$ cat config.mk
export PLATFORM = sky130hd
export DESIGN_NAME = bp_top
export DESIGN_NICKNAME = d
export VERILOG_FILES = /design/src/hdl/bp_pkg.sv /design/src/hdl/bp_angle_lut.sv /design/src/hdl/bp_swappable.sv /design/src/hdl/bp_swap_control.sv /design/src/hdl/bp_top.sv
export SDC_FILE = /design/constraint.sdc
export NUM_CORES = 1
export LEC_CHECK = 0
export BUFFER_PORTS_ARGS = -buffer_cell sky130_fd_sc_hd__buf_2
export CAP_MARGIN = 20
export CORE_MARGIN = 5
export CORE_UTILIZATION = 40
export DETAILED_ROUTE_END_ITERATION = 10
export GPL_TIMING_DRIVEN = 0
export PLACE_DENSITY = 0.64
export SYNTH_ARGS = -nofsm -noshare
export SYNTH_HDL_FRONTEND = slang
export SYNTH_SLANG_ARGS = --single-unit
$ cat constraint.sdc
create_clock -name clk -period 2.72 [get_ports clk]
set_clock_uncertainty 0.2 [all_clocks]
set_input_delay 0.272 -clock clk [delete_from_list [all_inputs] [get_ports clk]]
set_output_delay 0.272 -clock clk [all_outputs]
set_load 0.05 [all_outputs]
$ cat src/hdl/bp_pkg.sv
`default_nettype none

package bp_pkg;

    // angle in units of 180/256 degree
    localparam int ANGLE_W   = 8;
    localparam int ANGLE_45  = 64;
    localparam int ANGLE_135 = 192;
    localparam int SECTOR_W  = 3;

    // filtered RAM sample address and data
    localparam int S_W    = 8;
    localparam int DATA_W = 12;

    // line and partition geometry
    localparam int LINE_SIZE      = 16;
    localparam int LINE_W         = $clog2(LINE_SIZE);
    localparam int PARTITION_SIZE = 4;
    localparam int ITR_W          = 2;

    // fixed-point accumulators, integer part is the sample address
    localparam int ACCU_W = 16;
    localparam int FRAC_W = 8;

    // per-sector stepping constants, indexed by angle[7:5]
    localparam logic [ACCU_W-1:0] SHIFT_STEP_TABLE [8] = '{
        16'h0100, 16'h0115, 16'h016a, 16'h029d,
        16'hfd63, 16'hfe96, 16'hfeeb, 16'hff00
    };
    localparam logic [ACCU_W-1:0] MAP_INIT_TABLE [8] = '{
        16'h1000, 16'h1800, 16'h2400, 16'h3000,
        16'hc000, 16'hd000, 16'he000, 16'hf000
    };
    localparam logic [ACCU_W-1:0] MAP_STEP_TABLE [8] = '{
        16'h1000, 16'h0ec8, 16'h0b50, 16'h0620,
        16'h0620, 16'h0b50, 16'h0ec8, 16'h1000
    };

    typedef enum logic {
        SCAN_X = 1'b0,
        SCAN_Y = 1'b1
    } scan_mode_e;

    typedef struct packed {
        logic [ACCU_W-1:0] shift_step;
        logic [ACCU_W-1:0] map_init;
        logic [ACCU_W-1:0] map_step;
    } angle_consts_t;

    // everything a swappable needs for one line
    typedef struct packed {
        logic [ACCU_W-1:0] accu_start;
        logic [ACCU_W-1:0] shift_step;
    } fill_cmd_t;

    typedef struct packed {
        logic                     en;
        logic signed [DATA_W-1:0] tap;
    } pe_out_t;

endpackage

`default_nettype wire

$ cat src/hdl/bp_angle_lut.sv
`timescale 1ns/100ps
`default_nettype none

module bp_angle_lut
    import bp_pkg::*;
(
    input  wire logic               clk,
    input  wire logic [ANGLE_W-1:0] angle,
    output angle_consts_t           consts
);

    logic [SECTOR_W-1:0] sector;

    // 22.5 degree sectors from the top bits
    assign sector = angle[ANGLE_W-1 -: SECTOR_W];

    // one cycle of latency, valid in the controller setup state
    always_ff @(posedge clk)
    begin
        consts.shift_step <= SHIFT_STEP_TABLE[sector];
        consts.map_init   <= MAP_INIT_TABLE[sector];
        consts.map_step   <= MAP_STEP_TABLE[sector];
    end

endmodule

`default_nettype wire

$ cat src/hdl/bp_swappable.sv
`timescale 1ns/100ps
`default_nettype none

module bp_swappable
    import bp_pkg::*;
(
    input  wire logic                     clk,
    input  wire logic                     reset_n,
    input  wire fill_cmd_t                fill_cmd,
    input  wire logic                     next_itr_ack,
    input  wire logic                     swap_ack,
    input  wire logic signed [DATA_W-1:0] fr_val,
    output logic [S_W-1:0]                fr_s_val,
    output logic                          swap,
    output logic                          next_itr,
    output pe_out_t                       pe
);

    typedef enum logic [1:0] {
        PH_IDLE,
        PH_FILL,
        PH_STREAM
    } phase_e;

    phase_e                   phase;
    logic [LINE_W-1:0]        cnt;
    logic                     full;
    logic                     issuing;
    logic                     streaming;
    logic [ACCU_W-1:0]        accu;
    logic [ACCU_W-1:0]        step;
    logic                     wr_vld;
    logic [LINE_W-1:0]        wr_idx;
    logic signed [DATA_W-1:0] line_buf [LINE_SIZE];

    assign issuing   = (phase == PH_FILL) && !full;
    assign streaming = (phase == PH_STREAM);

    always_ff @(posedge clk)
    begin
        if (!reset_n)
        begin
            phase <= PH_IDLE;
            cnt   <= '0;
            full  <= 1'b0;
        end
        else
        begin
            case (phase)
                PH_IDLE:
                    if (next_itr_ack)
                    begin
                        phase <= PH_FILL;
                        cnt   <= '0;
                    end
                PH_FILL:
                    if (swap_ack)
                    begin
                        phase <= PH_STREAM;
                        cnt   <= '0;
                        full  <= 1'b0;
                    end
                    else if (issuing)
                    begin
                        cnt <= cnt + 1'b1;
                        // last address goes out this cycle, data lands next cycle
                        if (cnt == LINE_W'(LINE_SIZE - 1))
                            full <= 1'b1;
                    end
                PH_STREAM:
                begin
                    cnt <= cnt + 1'b1;
                    if (cnt == LINE_W'(LINE_SIZE - 1))
                        phase <= PH_IDLE;
                end
                default:
                    phase <= PH_IDLE;
            endcase
        end
    end

    // address ramp along the detector line
    always_ff @(posedge clk)
    begin
        if (phase == PH_IDLE && next_itr_ack)
        begin
            accu <= fill_cmd.accu_start;
            step <= fill_cmd.shift_step;
        end
        else if (issuing)
            accu <= accu + step;
    end

    // RAM read latency is one cycle
    always_ff @(posedge clk)
    begin
        if (!reset_n)
            wr_vld <= 1'b0;
        else
            wr_vld <= issuing;
    end

    always_ff @(posedge clk)
    begin
        wr_idx <= cnt;
        if (wr_vld)
            line_buf[wr_idx] <= fr_val;
    end

    assign fr_s_val = accu[ACCU_W-1:FRAC_W];
    assign swap     = full;
    assign next_itr = (phase == PH_IDLE);

    // taps are zero outside a burst
    assign pe = '{en: streaming, tap: streaming ? line_buf[cnt] : '0};

endmodule

`default_nettype wire

$ cat src/hdl/bp_swap_control.sv
`timescale 1ns/100ps
`default_nettype none

module bp_swap_control
    import bp_pkg::*;
(
    input  wire logic               clk,
    input  wire logic               reset_n,
    input  wire logic [ANGLE_W-1:0] hs_angle,
    input  wire logic               hs_next_angle_ack,
    output logic                    hs_next_angle,
    input  wire angle_consts_t      consts,
    input  wire logic               sw0_swap,
    input  wire logic               sw1_swap,
    input  wire logic               sw0_next_itr,
    input  wire logic               sw1_next_itr,
    input  wire pe_out_t            sw0_pe,
    input  wire pe_out_t            sw1_pe,
    output logic                    sw0_swap_ack,
    output logic                    sw1_swap_ack,
    output logic                    sw0_next_itr_ack,
    output logic                    sw1_next_itr_ack,
    output fill_cmd_t               fill_cmd,
    output pe_out_t                 pe,
    output logic                    pe_reset,
    output logic                    pe_kick,
    output scan_mode_e              pe_scan_mode
);

    typedef enum logic [2:0] {
        S_READY,
        S_SETUP,
        S_FILL,
        S_FILL_AND_SHIFT,
        S_SHIFT
    } state_e;

    state_e            state;
    state_e            next_state;
    logic              sw_sel;
    logic [ITR_W-1:0]  line_itr;
    logic              start_fill;
    scan_mode_e        scan_mode;
    logic [ACCU_W-1:0] map_accu;
    logic [ACCU_W-1:0] angle_map_step;
    logic [ACCU_W-1:0] angle_shift_step;
    logic              swa_swap;
    logic              swa_next_itr;
    logic              swb_next_itr;
    logic              swap_ack;
    logic              has_next_itr;
    logic              swb_next_itr_ack;

    // side A fills, side B streams
    assign swa_swap     = sw_sel ? sw1_swap : sw0_swap;
    assign swa_next_itr = sw_sel ? sw1_next_itr : sw0_next_itr;
    assign swb_next_itr = sw_sel ? sw0_next_itr : sw1_next_itr;

    assign swap_ack = (state == S_FILL || state == S_FILL_AND_SHIFT) &&
                      swa_swap && swb_next_itr;
    assign has_next_itr     = (line_itr != ITR_W'(PARTITION_SIZE - 1));
    assign swb_next_itr_ack = swap_ack && has_next_itr;

    assign sw0_swap_ack     = !sw_sel && swap_ack;
    assign sw1_swap_ack     = sw_sel && swap_ack;
    assign sw0_next_itr_ack = sw_sel ? swb_next_itr_ack : start_fill;
    assign sw1_next_itr_ack = sw_sel ? start_fill : swb_next_itr_ack;

    // first line takes the map start, later lines one map step further
    assign fill_cmd = '{accu_start: swap_ack ? map_accu + angle_map_step : map_accu,
                        shift_step: angle_shift_step};

    assign hs_next_angle = (state == S_READY);
    assign pe            = sw_sel ? sw0_pe : sw1_pe;
    assign pe_reset      = start_fill;
    assign pe_kick       = swap_ack;
    assign pe_scan_mode  = scan_mode;

    always_comb
    begin
        next_state = state;
        case (state)
            S_READY:
                if (hs_next_angle_ack)
                    next_state = S_SETUP;
            S_SETUP:
                if (swa_next_itr)
                    next_state = S_FILL;
            S_FILL:
                if (swap_ack)
                    next_state = has_next_itr ? S_FILL_AND_SHIFT : S_SHIFT;
            S_FILL_AND_SHIFT:
                if (swap_ack && !has_next_itr)
                    next_state = S_SHIFT;
            S_SHIFT:
                // last line done streaming
                if (swb_next_itr)
                    next_state = S_READY;
            default:
                next_state = S_READY;
        endcase
    end

    always_ff @(posedge clk)
    begin
        if (!reset_n)
        begin
            state      <= S_READY;
            sw_sel     <= 1'b0;
            line_itr   <= '0;
            start_fill <= 1'b0;
            scan_mode  <= SCAN_X;
        end
        else
        begin
            state      <= next_state;
            start_fill <= (state == S_SETUP) && swa_next_itr;
            if (swap_ack)
                sw_sel <= !sw_sel;
            if (state == S_SETUP)
                line_itr <= '0;
            else if (swap_ack)
                line_itr <= line_itr + 1'b1;
            // held for the whole angle
            if (state == S_SETUP)
            begin
                if (hs_angle < ANGLE_W'(ANGLE_45) || hs_angle >= ANGLE_W'(ANGLE_135))
                    scan_mode <= SCAN_X;
                else
                    scan_mode <= SCAN_Y;
            end
        end
    end

    // angle constants and map accumulation
    always_ff @(posedge clk)
    begin
        if (state == S_SETUP)
        begin
            map_accu         <= consts.map_init;
            angle_map_step   <= consts.map_step;
            angle_shift_step <= consts.shift_step;
        end
        else if (swap_ack)
            map_accu <= map_accu + angle_map_step;
    end

endmodule

`default_nettype wire

$ cat src/hdl/bp_top.sv
`timescale 1ns/100ps
`default_nettype none

module bp_top
    import bp_pkg::*;
(
    input  wire logic                     clk,
    input  wire logic                     reset_n,
    input  wire logic [ANGLE_W-1:0]       hs_angle,
    input  wire logic                     hs_next_angle_ack,
    output logic                          hs_next_angle,
    input  wire logic signed [DATA_W-1:0] fr0_val,
    input  wire logic signed [DATA_W-1:0] fr1_val,
    output logic [S_W-1:0]                fr0_s_val,
    output logic [S_W-1:0]                fr1_s_val,
    output pe_out_t                       pe,
    output logic                          pe_reset,
    output logic                          pe_kick,
    output scan_mode_e                    pe_scan_mode
);

    angle_consts_t consts;
    fill_cmd_t     fill_cmd;
    pe_out_t       sw0_pe;
    pe_out_t       sw1_pe;
    logic          sw0_swap;
    logic          sw1_swap;
    logic          sw0_next_itr;
    logic          sw1_next_itr;
    logic          sw0_swap_ack;
    logic          sw1_swap_ack;
    logic          sw0_next_itr_ack;
    logic          sw1_next_itr_ack;

    bp_angle_lut angle_lut (
        .clk    (clk),
        .angle  (hs_angle),
        .consts (consts)
    );

    bp_swap_control swap_control (
        .clk               (clk),
        .reset_n           (reset_n),
        .hs_angle          (hs_angle),
        .hs_next_angle_ack (hs_next_angle_ack),
        .hs_next_angle     (hs_next_angle),
        .consts            (consts),
        .sw0_swap          (sw0_swap),
        .sw1_swap          (sw1_swap),
        .sw0_next_itr      (sw0_next_itr),
        .sw1_next_itr      (sw1_next_itr),
        .sw0_pe            (sw0_pe),
        .sw1_pe            (sw1_pe),
        .sw0_swap_ack      (sw0_swap_ack),
        .sw1_swap_ack      (sw1_swap_ack),
        .sw0_next_itr_ack  (sw0_next_itr_ack),
        .sw1_next_itr_ack  (sw1_next_itr_ack),
        .fill_cmd          (fill_cmd),
        .pe                (pe),
        .pe_reset          (pe_reset),
        .pe_kick           (pe_kick),
        .pe_scan_mode      (pe_scan_mode)
    );

    // ping-pong line buffers, one per RAM port
    bp_swappable sw0 (
        .clk          (clk),
        .reset_n      (reset_n),
        .fill_cmd     (fill_cmd),
        .next_itr_ack (sw0_next_itr_ack),
        .swap_ack     (sw0_swap_ack),
        .fr_val       (fr0_val),
        .fr_s_val     (fr0_s_val),
        .swap         (sw0_swap),
        .next_itr     (sw0_next_itr),
        .pe           (sw0_pe)
    );

    bp_swappable sw1 (
        .clk          (clk),
        .reset_n      (reset_n),
        .fill_cmd     (fill_cmd),
        .next_itr_ack (sw1_next_itr_ack),
        .swap_ack     (sw1_swap_ack),
        .fr_val       (fr1_val),
        .fr_s_val     (fr1_s_val),
        .swap         (sw1_swap),
        .next_itr     (sw1_next_itr),
        .pe           (sw1_pe)
    );

endmodule

`default_nettype wire

### Word level (Yosys, flattened, before mapping)

Memories as Yosys holds them, arrays and structs flattened. A register that Yosys moved wholly into a read port is not among the register bits.
Cells that the tools add are included.

| storage, ports and cells | value |
|---|---|
| RAM bits | 384 |
| output and inout bits | 33 |
| logic and storage cells | 149 |
| register bits | 144 |
| bits of input ports | 35 |
| memory bits (read-only) | 384 |
| memories | 5 |

Memories:

| name | depth | width | read ports | clocked after Yosys merged registers in | wr ports | RTL line | text |
|---|---|---|---|---|---|---|---|
| sw0.line_buf | 16 | 12 | 1 | 1 | 1 | bp_swappable.sv:34 | `logic signed [DATA_W-1:0] line_buf [LINE_SIZE];` |
| sw1.line_buf | 16 | 12 | 1 | 1 | 1 | bp_swappable.sv:34 |  |
| (name not given) | 8 | 16 | 1 | 1 | 0 | bp_angle_lut.sv:20 | `consts.shift_step <= SHIFT_STEP_TABLE[sector];` |
| (name not given) | 8 | 16 | 1 | 1 | 0 | bp_angle_lut.sv:21 | `consts.map_init <= MAP_INIT_TABLE[sector];` |
| (name not given) | 8 | 16 | 1 | 1 | 0 | bp_angle_lut.sv:22 | `consts.map_step <= MAP_STEP_TABLE[sector];` |

| cells by class | value |
|---|---|
| add/sub/neg operators | 6 |
| bitwise gates (word level) | 2 |
| mux-type cells | 52 |
| equality and inequality tests | 24 |
| reduce and logical (&&, ||, !) cells | 36 |
| $lt $le $gt $ge | 2 |

Operators by type and width:

| kind | count |
|---|---|
| $mux 16 | 6 |
| $add 16x16->16 | 3 |
| $mux 4 | 10 |
| $mux 12 | 2 |
| $pmux 4 s3 | 2 |
| $mux 3 | 6 |
| $reduce_and 3->1 | 6 |
| $mux 1 | 16 |
| $pmux 3 s5 | 1 |
| $ne 2x1->1 const B | 7 |
| $mux 13 | 1 |
| $mux 2 | 6 |
| $pmux 2 s3 | 2 |
| $reduce_bool 2->1 | 6 |
| $logic_and 1x1->1 | 11 |
| $ne 2x2->1 const B | 5 |
| $add 4x1->4 const B | 2 |
| $eq 4x4->1 const B | 2 |
| $ge 8x8->1 const B | 1 |
| $lt 8x7->1 const B | 1 |
| $eq 3x2->1 const B | 2 |
| $ne 3x1->1 const B | 2 |
| $reduce_bool 3->1 | 2 |
| $reduce_and 5->1 | 1 |
| 12 further kinds | 19 |

### Depth between registers and ports, before layout

Gate-level depths: netlist of run 1.

| logic depth | value |
|---|---|
| depth in word-level cells | 10 |
| mapped depth | 11 |
| gate-level depth less buffers | 9 |

### Modules after synthesis

Synthesis of run 1 repeated with hierarchy kept, for this count alone.

| unflattened totals | value |
|---|---|
| cells, all modules | 1457 |
| area, all modules | 23734.0 um^2 |

Modules (own cells, without submodules):

| module | cells each | area each (um^2) | instances |
|---|---|---|---|
| bp_swappable (sw1) | 546 | 9985.8 | 1 |
| bp_swappable (sw0) | 543 | 9940.8 | 1 |
| bp_swap_control | 278 | 2891.5 | 1 |
| bp_angle_lut | 90 | 915.9 | 1 |

### Worst setup path after synthesis of run 1

Ideal clock, no wire load.

| timing | value |
|---|---|
| path kind | reg-to-output |
| from | register (tool-made name) |
| to | output pe[10] (netlist name) |
| stages on the path, launching flop included | 7 |
| data required time | 2.248 ns |
| setup slack | -0.225 ns |
| arrival | 2.473 ns |
| buffers on the path | 2 |
| cells stage by stage | dfxtp_1 > buf_2 > buf_1 > mux4_2 > mux4_2 > nand2_1 > o21ai_0 |

RTL lines:

| element | RTL line | text |
|---|---|---|
| end, declared | bp_top.sv:16 | `output pe_out_t pe,` |

==> results of run 1 <==
## logic make-up (layout without fill, tap and decap cells)
logic type,Yosys count,after routing
xor gates and xnor gates,35,35
DFF,523,523
AOI/OAI and AO/OA,179,179
muxes,154,154
and+or+nand+nor,268,268
buffers and inverters,87,337
adders and majority gates,65,65
## sequential cells by signal (all words and copies together), names as in the netlist, 7 cells and up, named ones only
signal                         flops
sw1.step                           9
sw1.line_buf                     192
sw1.accu                          16
sw0.accu                          16
swap_control.angle_shift_step      9
sw0.line_buf                     192
sw0.step                           9
swap_control.angle_map_step        7
swap_control.map_accu             13
angle_lut.consts                  20
## area by class of cell
cell class              instances  area, um2
fillers                      4570      28220
repair buffers                150       1318
inverters                      24      97.59
multi-input cells             701       7087
clock buffers                  60       1353
well taps                     704      880.8
plain buffers                  63      538.0
clock inverters                40      402.9
flip-flops and latches        523      14980
## power breakdown
group          leakage, nW  internal (mW)  switching [mW]  total (mW)
Clock                0.852           4.18            3.13        7.31
Combinational         3.49           1.54            2.09        3.63
Sequential            4.66           9.21           0.197        9.41
## layout by cell type (no fill, tap or decap), types with 8 or more instances in the layout
cell type,instances
a21oi_1,49
xnor2_1,22
a31oi_1,9
xor2_1,12
edfxtp_1,450
buf_4,47
nand3_1,24
nand4_1,10
inv_1,21
clkbuf_16,56
a21o_1,9
and2_1,12
nand2_1,57
o21ai_0,35
mux2_2,14
buf_2,55
buf_6,46
dfxtp_1,69
ha_1,54
nand2b_1,13
dlygate4sd3_1,29
clkinv_1,12
nor2_1,76
o21ai_2,8
clkinv_2,13
mux2i_1,17
mux4_2,120
nor3_2,9
clkbuf_1,17
## worst min-delay path by stage
stage | slack [ns] | cells after the start | end | from
final | 0.17 | 2 | angle_lut.consts[46]$_DFF_P_ | hs_angle[7]
after global routing | 0.16 | 2 | angle_lut.consts[46]$_DFF_P_ | hs_angle[7]
after CTS | 0.13 | 2 | angle_lut.consts[46]$_DFF_P_ | hs_angle[7]
after detailed placement | 0.18 | 0 | sw0.wr_idx[0]$_DFF_P_ | sw0.cnt[0]$_SDFFE_PN0P_
after global placement | 0.19 | 0 | swap_control.angle_shift_step[4]$_DFFE_PP_ | angle_lut.consts[36]$_DFF_P_
after floorplan | 0.1 | 0 | angle_lut.consts[29]$_DFF_P_ | hs_angle[6]
## repair_timing
item / 4_1_cts / 5_1_grt
setup endpoints to repair: 86 / 36
hold buffers: 29 / 0
hold endpoints to repair: 407 / 0
gates cloned: 1 / 3
gates resized for setup: 132 / 46
pin swaps: 9 / 23
buffers inserted: 11 / 15
## layer usage
layer	global-route usage	vias up
met3	0.03016	85
met4	0.04950	2
li1	-	5621
met5	0.01062	-
met1	0.2276	6360
met2	0.2729	388
## through the flow
step                      utilization  std cells  setup slack (ns)  area, um2  power [mW]
after global placement         0.4241       2077           -0.9724      23270       12.70
after CTS                      0.4786       2247           -0.5390      26260       20.30
after detailed placement       0.4311       2106           -0.6011      23660       12.82
after global routing           0.4858       2265           -0.5493      26660       21.22
after floorplan                     -       1311           0.02183      22080       11.96
final                          0.4858       2265           -0.4955      26660       20.34
## Yosys cell counts, types with 4 or more instances
cell type and number:
dfxtp_1 73, nor3_1 16, mux2_2 15, o21ai_0 50, and3_1 6, clkbuf_1 19, a31oi_1 10, or3_1 6
buf_4 23, mux4_2 120, nand4_1 10, xor2_1 13, inv_1 21, a211oi_1 9, o21a_1 5, nand3_1 31
edfxtp_1 450, nand2b_1 13, a21oi_1 52, and2_1 12, a211o_1 5, nand2_1 63, ha_1 62, nor2b_1 4
buf_1 8, or3b_2 4, nand3b_1 7, buf_2 12, a21o_1 9, nor2_1 82, xnor2_1 22, mux2i_1 19
o211ai_1 5
## critical path, delay by kind of cell, from the launching register on
| family | cells | cell delay, ns |
|---|---|---|
| buffers and inverters | 3 | 0.52 |
| AO/OA/AOI/OAI | 1 | 0.13 |
| AND/OR/NAND/NOR | 1 | 0.11 |
| flip-flops | 1 | 0.38 |
| multiplexers | 2 | 0.99 |
==> flow_summary.json, run 1 <==
{
  "outcome": "complete, but fails checks",
  "violations": "negative setup slack",
  "r2r_slack_ns": -0.03,
  "initial_core_util": 0.4024,
  "critPathArrivalTime_ns": 2.74,
  "fmax_mhz": 311.0,
  "h-tree-depth": 2,
  "synth_edf_count": 450,
  "antenna_found_initial": 0,
  "worstSkewPairLatency_ns": 0.60,
  "ys_types": 68,
  "critPathKind": "register to primary output",
  "holdWs_ns": 0.1736,
  "r2r_start": "swap_control.angle_map_step[7]$_DFFE_PP_",
  "n_antenna_cell": 0,
  "drcViolationCount": 0,
  "yosysTopAreaCell": "edfxtp_1",
  "ys_top_cells_by_area": "edfxtp_1, mux4_2, dfxtp_1, ha_1, nor2_1",
  "ios": 68,
  "final.period_utilization": 1.182,
  "path_cells": "buf_12, clkbuf_16, mux4_2, mux4_2, nand3_1, o21ai_1, buf_6",
  "die_y_um": 245.0,
  "r2r_cells": 7,
  "p_leak_nw": 8.998,
  "crit_top_cell": "mux4_2",
  "die-area_mm2": 0.06001,
  "top_layer": "met5",
  "core_mm2": 0.05488,
  "track_usage": 0.1661,
  "avgSynthCellArea_um2": 16.84,
  "cts_max_path_buffers": 3,
  "syn_inst": 1311,
  "finalSetupViolCount": 14,
  "synth_top_family_by_area": "multiplexers",
  "tightest_slew_ns": 0.9977,
  "via_per_inst": 5.499,
  "met1_length_mm": 21.71,
  "drt_iter0_drc": 1103,
  "wl_per_cell_um": 22.24,
  "cts_buffers": 53,
  "grt_max_degree": 26,
  "die_w_um": 245.0,
  "core.rowCount": 86,
  "io_buffers": 62,
  "rsz0062_at_grt": "yes",
  "critPathSlowestCell": "mux4_2",
  "min_period_ns": 3.216,
  "ir_drop_v": 0.0005180,
  "setup_ws_ns": -0.4955,
  "num_vias": 12456,
  "rr_endpoint": "sw1.accu[13]$_DFFE_PP_",
  "maxSlewHeadroom": 0.3341,
  "syn-num-nets": 1411,
  "ys_warn_count": 0,
  "area_growth_pct": 20.73,
  "dr_wl_met3_mm": 2.967,
  "first_global_vias": 12814,
  "synth_compound_area_frac": 0.05161,
  "dr.pass1.iters": 7,
  "yosys.area_share.adder": 0.03785,
  "cts_tree": "done",
  "crit_fanout": 7,
  "clk_pin_slew_ns": 0.06,
  "clock_sinks": 523,
  "setup_tns_ns": -5.542,
  "synthXorXnorAreaFrac": 0.01388,
  "cap_violations": 0,
  "wl_mm": 50.38,
  "critPathCaptureType": "primary output",
  "dp_hpwl_mm": 33.41,
  "synthArstFlopShare": 0,
  "yosysSeqAreaShare": 0.6781,
  "dr_wl_met2_mm": 24.35,
  "yosys.area_share.simple": 0.05989,
  "p_per_area_mw_per_mm2": 763.1,
  "syn_area_mm2": 0.02208,
  "grt-ovfl-total": 0,
  "ant_nets": 0,
  "slowest_delay_ns": 0.50,
  "final_layout_size_suffix_gt1_frac": 0.3081,
  "slew_violations": 0,
  "nNetsFinal": 1616,
  "hold_class": "input pin to register",
  "synth_seq_cells": 523,
  "crit_path_end": "pe[8]",
  "cts-root-buf": "clkbuf_16",
  "crit_required_ns": 2.25,
  "yosys.area.top_type_share": 0.6119,
  "synth_flop_cell": "edfxtp_1",
  "synthMuxAreaShare": 0.1386,
  "place.gp.congestion": 0.8386,
  "grt_pass1_wl_mm": 76.85,
  "hold_viol_final": 0,
  "critPathLaunchType": "register"
}
Power figures use the tool's default switching activity.
==> run 2, diff against run 1 <==
--- a/config.mk
+++ b/config.mk
@@ -11,7 +11,7 @@
 export CORE_UTILIZATION = 40
 export DETAILED_ROUTE_END_ITERATION = 10
 export GPL_TIMING_DRIVEN = 0
-export PLACE_DENSITY = 0.64
+export PLACE_DENSITY_LB_ADDON = 0.08
 export SYNTH_ARGS = -nofsm -noshare
 export SYNTH_HDL_FRONTEND = slang
 export SYNTH_SLANG_ARGS = --single-unit
==> flow_summary.json, run 2 (synthesized netlist as in run 1, its figures left out) <==
{
  "layout_commonest_cell": "edfxtp_1",
  "clock_sinks": 523,
  "wl_mm": 53.23,
  "path_buf_inv": 4,
  "crit_required_ns": 2.25,
  "slew_violations": 0,
  "via_per_inst": 5.410,
  "fin_util": 0.4888,
  "cts_max_path_buffers": 3,
  "area_growth_pct": 21.46,
  "ios": 68,
  "core.rowCount": 86,
  "cts-root-buf": "clkbuf_16",
  "nNetsFinal": 1618,
  "drt_iter0_drc": 698,
  "num_vias": 12275,
  "ant_nets": 0,
  "critPathKind": "register to primary output",
  "antenna_found_initial": 0,
  "met1_usage": 0.2506,
  "critPathArrivalTime_ns": 2.82,
  "crit_family": "multiplexers",
  "core_mm2": 0.05488,
  "critPathLaunchType": "register",
  "min_period_ns": 3.296,
  "postLayoutCellArea_mm2": 0.02682,
  "fmax_mhz": 303.4,
  "first_global_vias": 12608,
  "grt_max_degree": 26,
  "place.gp.congestion": 0.8055,
  "p_per_area_mw_per_mm2": 773.9,
  "cts_buffers": 55,
  "initial_core_util": 0.4024,
  "critPathSlowestCell": "mux4_2",
  "drcViolationCount": 0,
  "met2_usage": 0.2856,
  "grt_use_met3": 0.02537,
  "tightest_slew_ns": 0.9861,
  "finalSetupViolCount": 19,
  "mostFrequentLayoutCells": "edfxtp_1, mux4_2, dfxtp_1",
  "final.period_utilization": 1.212,
  "dp_hpwl_mm": 35.29,
  "die_w_um": 245.0,
  "placed_cell_area_mm2": 0.02362,
  "fillers": 4660,
  "violations": "negative setup slack",
  "ir_drop_v": 0.0004755,
  "cts_tree": "done",
  "setup_ws_ns": -0.5756,
  "grt_pass1_wl_mm": 79.90,
  "p_leak_nw": 9.039,
  "n_antenna_cell": 0,
  "holdWs_ns": 0.1448,
  "worstSkewPairLatency_ns": 0.61,
  "outcome": "complete, but fails checks",
  "wl_per_cell_um": 23.46,
  "dp_cells": 2097,
  "crit_fanout": 6,
  "rsz0062_at_grt": "yes",
  "grt-busiest-layer": "met2",
  "cap_violations": 0,
  "die_y_um": 245.0,
  "final_cells": 2269,
  "grt-ovfl-total": 0,
  "clk_pin_slew_ns": 0.06,
  "hold_class": "input pin to register",
  "maxSlewHeadroom": 0.3419,
  "top_regs": "sw0.line_buf (192), sw1.line_buf (192), angle_lut.consts (20)",
  "io_buffers": 62,
  "dr.pass1.iters": 5,
  "hold_viol_final": 0,
  "path_cells": "buf_12, buf_12, buf_16, mux4_2, mux4_2, nand3_2, o21ai_4, buf_6",
  "slowest_delay_ns": 0.55,
  "final_layout_size_suffix_gt1_frac": 0.3195,
  "track_usage": 0.1765,
  "die-area_mm2": 0.06001,
  "h-tree-depth": 2,
  "critPathCaptureType": "primary output"
}
## run 2: changes by cell type in the layout (fill, tap and decap cells not counted), sizes merged
cell,previous run,this run
clkinvlp,5,3
clkbuf,81,89
buf,161,162
bufinv,6,5
inv,26,24
## run 2: worst register-to-register path, cell delays in order (launching register included)
cell	delay (ns)
edfxtp_1	0.43
ha_4	0.29
buf_6	0.10
nand4_1	0.11
or3_1	0.38
o211ai_1	0.22
nor4b_2	0.10
a211o_2	0.42
a211o_1	0.32
## run 2: path summary, 6_finish.rpt
path / slack, ns / depth (start not counted) / to / startpoint
min: 0.14 / 2 / angle_lut.consts[46]$_DFF_P_ / hs_angle[7]
max reg2reg: -0.10 / 8 / sw1.accu[13]$_DFFE_PP_ / swap_control.angle_map_step[9]$_DFFE_PP_
min reg2reg: 0.20 / 0 / swap_control.angle_map_step[11]$_DFFE_PP_ / angle_lut.consts[11]$_DFF_P_
max: -0.58 / 8 / pe[6] / register
## run 2: power by group
part           internal (mW)  switching (mW)  total (mW)
sequential              9.21           0.226        9.44
combinational           1.58            2.10        3.69
clock                   4.46            3.18        7.64
## run 2: repair_timing
| item | in CTS | in global routing |
|---|---|---|
| buffers inserted | 19 | 19 |
| endpoints found under the hold margin | 408 | 0 |
| pin swaps | 20 | 31 |
| gates resized for setup | 137 | 43 |
| cloned | 2 | 1 |
| hold buffers | 29 | 0 |
| setup endpoints to repair | 75 | 67 |
## run 2: stage by stage
stage / setup WS (ns) / setup TNS (ns) / power [mW]
floorplan: 0.02183 / 0 / 11.96
global placement: -0.8845 / -75.63 / 12.81
detailed placement: -0.6395 / -24.45 / 12.88
CTS: -0.6206 / -7.203 / 20.80
global route: -0.6564 / -8.464 / 21.67
finish: -0.5756 / -6.497 / 20.76
## run 2: metal layers
layer	routed length [um]	vias up
li1	-	5623
met1	24220	6334
met2	25540	233
met5	0	-
met3	2037	85
met4	1434	0
## run 2: area by class of cell
class | instances | area, um2 | area share
Sequential cell | 523 | 14980 | 0.5586
Multi-Input combinational cell | 701 | 7163 | 0.2670
Clock buffer | 69 | 1523 | 0.05677
Timing Repair Buffer | 150 | 1320 | 0.04921
Tap cell | 704 | 880.8 | 0.03284
Buffer | 63 | 514.2 | 0.01917
Clock inverter | 35 | 340.3 | 0.01269
Inverter | 24 | 97.59 | 0.003638
==> run 3, diff against run 2 <==
--- a/config.mk
+++ b/config.mk
@@ -5,6 +5,7 @@
 export SDC_FILE = /design/constraint.sdc
 export NUM_CORES = 1
 export LEC_CHECK = 0
+export ABC_AREA = 1
 export BUFFER_PORTS_ARGS = -buffer_cell sky130_fd_sc_hd__buf_2
 export CAP_MARGIN = 20
 export CORE_MARGIN = 5
==> flow_summary.json, run 3 <==
{
  "ant_nets": 0,
  "avgSynthCellArea_um2": 10.69,
  "yosys.area.top_type_share": 0.5935,
  "layout_commonest_cell": "edfxtp_1",
  "dr.pass1.iters": 5,
  "syn_area_mm2": 0.02277,
  "nNetsFinal": 2425,
  "cts_tree": "done",
  "fmax_mhz": 338.6,
  "critPathArrivalTime_ns": 2.48,
  "hold_viol_final": 0,
  "cts-root-buf": "clkbuf_16",
  "initial_core_util": 0.4038,
  "clock_sinks": 523,
  "yosysTopAreaCell": "edfxtp_1",
  "r2r_start": "sw0.phase[0]$_SDFFE_PN0P_",
  "crit_required_ns": 2.25,
  "ios": 68,
  "ys_top_cells_by_area": "edfxtp_1, nand2_1, dfxtp_1, o21ai_0, nor2_1",
  "grt_max_degree": 20,
  "tightest_slew_ns": 0.8593,
  "h-tree-depth": 2,
  "r2r_cells": 9,
  "num_vias": 16609,
  "synth_flop_cell": "edfxtp_1",
  "dp_hpwl_mm": 46.07,
  "rsz0062_at_grt": "yes",
  "maxSlewHeadroom": 0.4250,
  "grt_pass1_wl_mm": 99.71,
  "cap_violations": 0,
  "track_usage": 0.2062,
  "die_w_um": 248.6,
  "synth_edf_count": 450,
  "finalSetupViolCount": 12,
  "final_cells": 3129,
  "final.period_utilization": 1.086,
  "io_buffers": 61,
  "fillers": 5213,
  "ir_drop_v": 0.0005160,
  "critPathCaptureType": "primary output",
  "hold_class": "input pin to register",
  "violations": "negative setup slack",
  "die_y_um": 248.6,
  "min_period_ns": 2.953,
  "ys_types": 36,
  "dp_cells": 2979,
  "post-synth-top-count-cell": "edfxtp_1",
  "place.gp.congestion": 0.9201,
  "cts_buffers": 58,
  "drcViolationCount": 0,
  "grt-ovfl-total": 0,
  "yosysSeqAreaShare": 0.6577,
  "outcome": "complete, but fails checks",
  "final_layout_size_suffix_gt1_frac": 0.1778,
  "rr_endpoint": "sw1.accu[15]$_DFFE_PP_",
  "die-area_mm2": 0.06179,
  "multi_input_area_mm2": 0.007495,
  "ys_warn_count": 0,
  "core.rowCount": 87,
  "synthTopCellsByCount": "edfxtp_1, nand2_1, nor2_1",
  "worstSkewPairLatency_ns": 0.62,
  "p_leak_nw": 10.54,
  "antenna_found_initial": 0,
  "n_antenna_cell": 0,
  "via_per_inst": 5.308,
  "first_global_vias": 16318,
  "synth_seq_cells": 523,
  "crit_fanout": 8,
  "finalPower_mw": 26.52,
  "synthArstFlopShare": 0,
  "syn-num-nets": 2229,
  "wl_per_cell_um": 20.95,
  "seqCellArea_mm2": 0.01499,
  "top_regs": "sw0.line_buf (192), sw1.line_buf (192), angle_lut.consts (20)",
  "slew_violations": 0,
  "cts_max_path_buffers": 3,
  "core_mm2": 0.05639,
  "area_growth_pct": 22.40,
  "hp-start": "hs_angle[7]",
  "mostFrequentLayoutCells": "edfxtp_1, nand2_1, nor2_1",
  "syn_inst": 2129,
  "critPathLaunchType": "register",
  "clk_pin_slew_ns": 0.06,
  "wl_mm": 65.56,
  "dp_slack_ns": -0.3524,
  "whs_endpoint": "angle_lut.consts[46]$_DFF_P_",
  "holdPathStages": 2,
  "critPathKind": "register to primary output",
  "holdWs_ns": 0.1451,
  "setup_ws_ns": -0.2334,
  "r2r_slack_ns": 0.20,
  "setup_tns_ns": -1.665,
  "p_per_area_mw_per_mm2": 951.5,
  "drt_iter0_drc": 1498
}
==> run 3: area by class of cell <==
type                    instances  share of cell area
flip-flops and latches        523              0.5378
multi-input cells            1395              0.2689
clock buffers                  70             0.05405
repair buffers                137             0.04615
plain buffers                 105             0.03538
well taps                     756             0.03394
inverters                     105             0.01468
clock inverters                38            0.009024
==> run 3: report_power, final <==
| group | switching (mW) | total [mW] | internal [mW] | leakage, nW |
|---|---|---|---|---|
| logic | 5.93 | 9.17 | 3.23 | 5.00 |
| registers | 0.475 | 10.0 | 9.55 | 4.67 |
| clock network | 3.20 | 7.32 | 4.12 | 0.874 |
==> run 3: worst max path at each step <==
stage	slack, ns	endpoint	start
6_report	-0.23	pe[5]	register
5_1_grt	-0.35	pe[8]	register
4_1_cts	-0.18	pe[8]	register
3_5_place_dp	-0.35	pe[1]	register
3_3_place_gp	-0.34	pe[1]	register
2_1_floorplan	0.40	swap_control.state[0]$_SDFFE_PN0P_	swap_control.state[0]$_SDFFE_PN0P_
==> run 3: cells by family (layout without fill, tap and decap cells) <==
family,Yosys count,after routing,share of synthesized area
AND/OR/NAND/NOR,893,893,0.1594
flip-flops,523,523,0.6577
AO/OA/AOI/OAI,417,417,0.09853
buffers and inverters,211,455,0.03979
adder cells (fa/ha/maj),65,65,0.03671
XOR/XNOR,17,17,0.006539
multiplexers,3,3,0.001319
==> run 3: what timing repair did <==
| action | CTS | global route |
|---|---|---|
| hold buffers | 29 | 0 |
| endpoints found under the setup margin | 45 | 30 |
| resized for setup | 363 | 29 |
| pin swaps | 63 | 17 |
| endpoints found under the hold margin | 417 | 0 |
| gates cloned | 5 | 0 |
| buffers inserted | 8 | 2 |
==> run 3: metrics by stage <==
stage                     instance area, um2    util
after floorplan                        22770       -
after global placement                 24020  0.4260
after detailed placement               24350  0.4318
after CTS                              27790  0.4928
after global routing                   27870  0.4943
final                                  27870  0.4943
==> run 3: worst max-delay path, cell delays in order, from the launching register on <==
cell and delay (ns):
dfxtp_4 0.46, inv_8 0.08, buf_12 0.16, buf_12 0.13, o21ai_4 0.11, o21ai_2 0.08, nand2_1 0.06, nand2_1 0.06
o211ai_1 0.37, nand2_1 0.15, buf_6 0.18
==> run 3: layer usage <==
layer  GRT usage  wire length [um]  part of all wire
met1      0.2969             29870              0.46
met2      0.3252             29770              0.45
met3     0.03668              4257             0.065
met4     0.05549              1654             0.025
met5           0                 0                 0
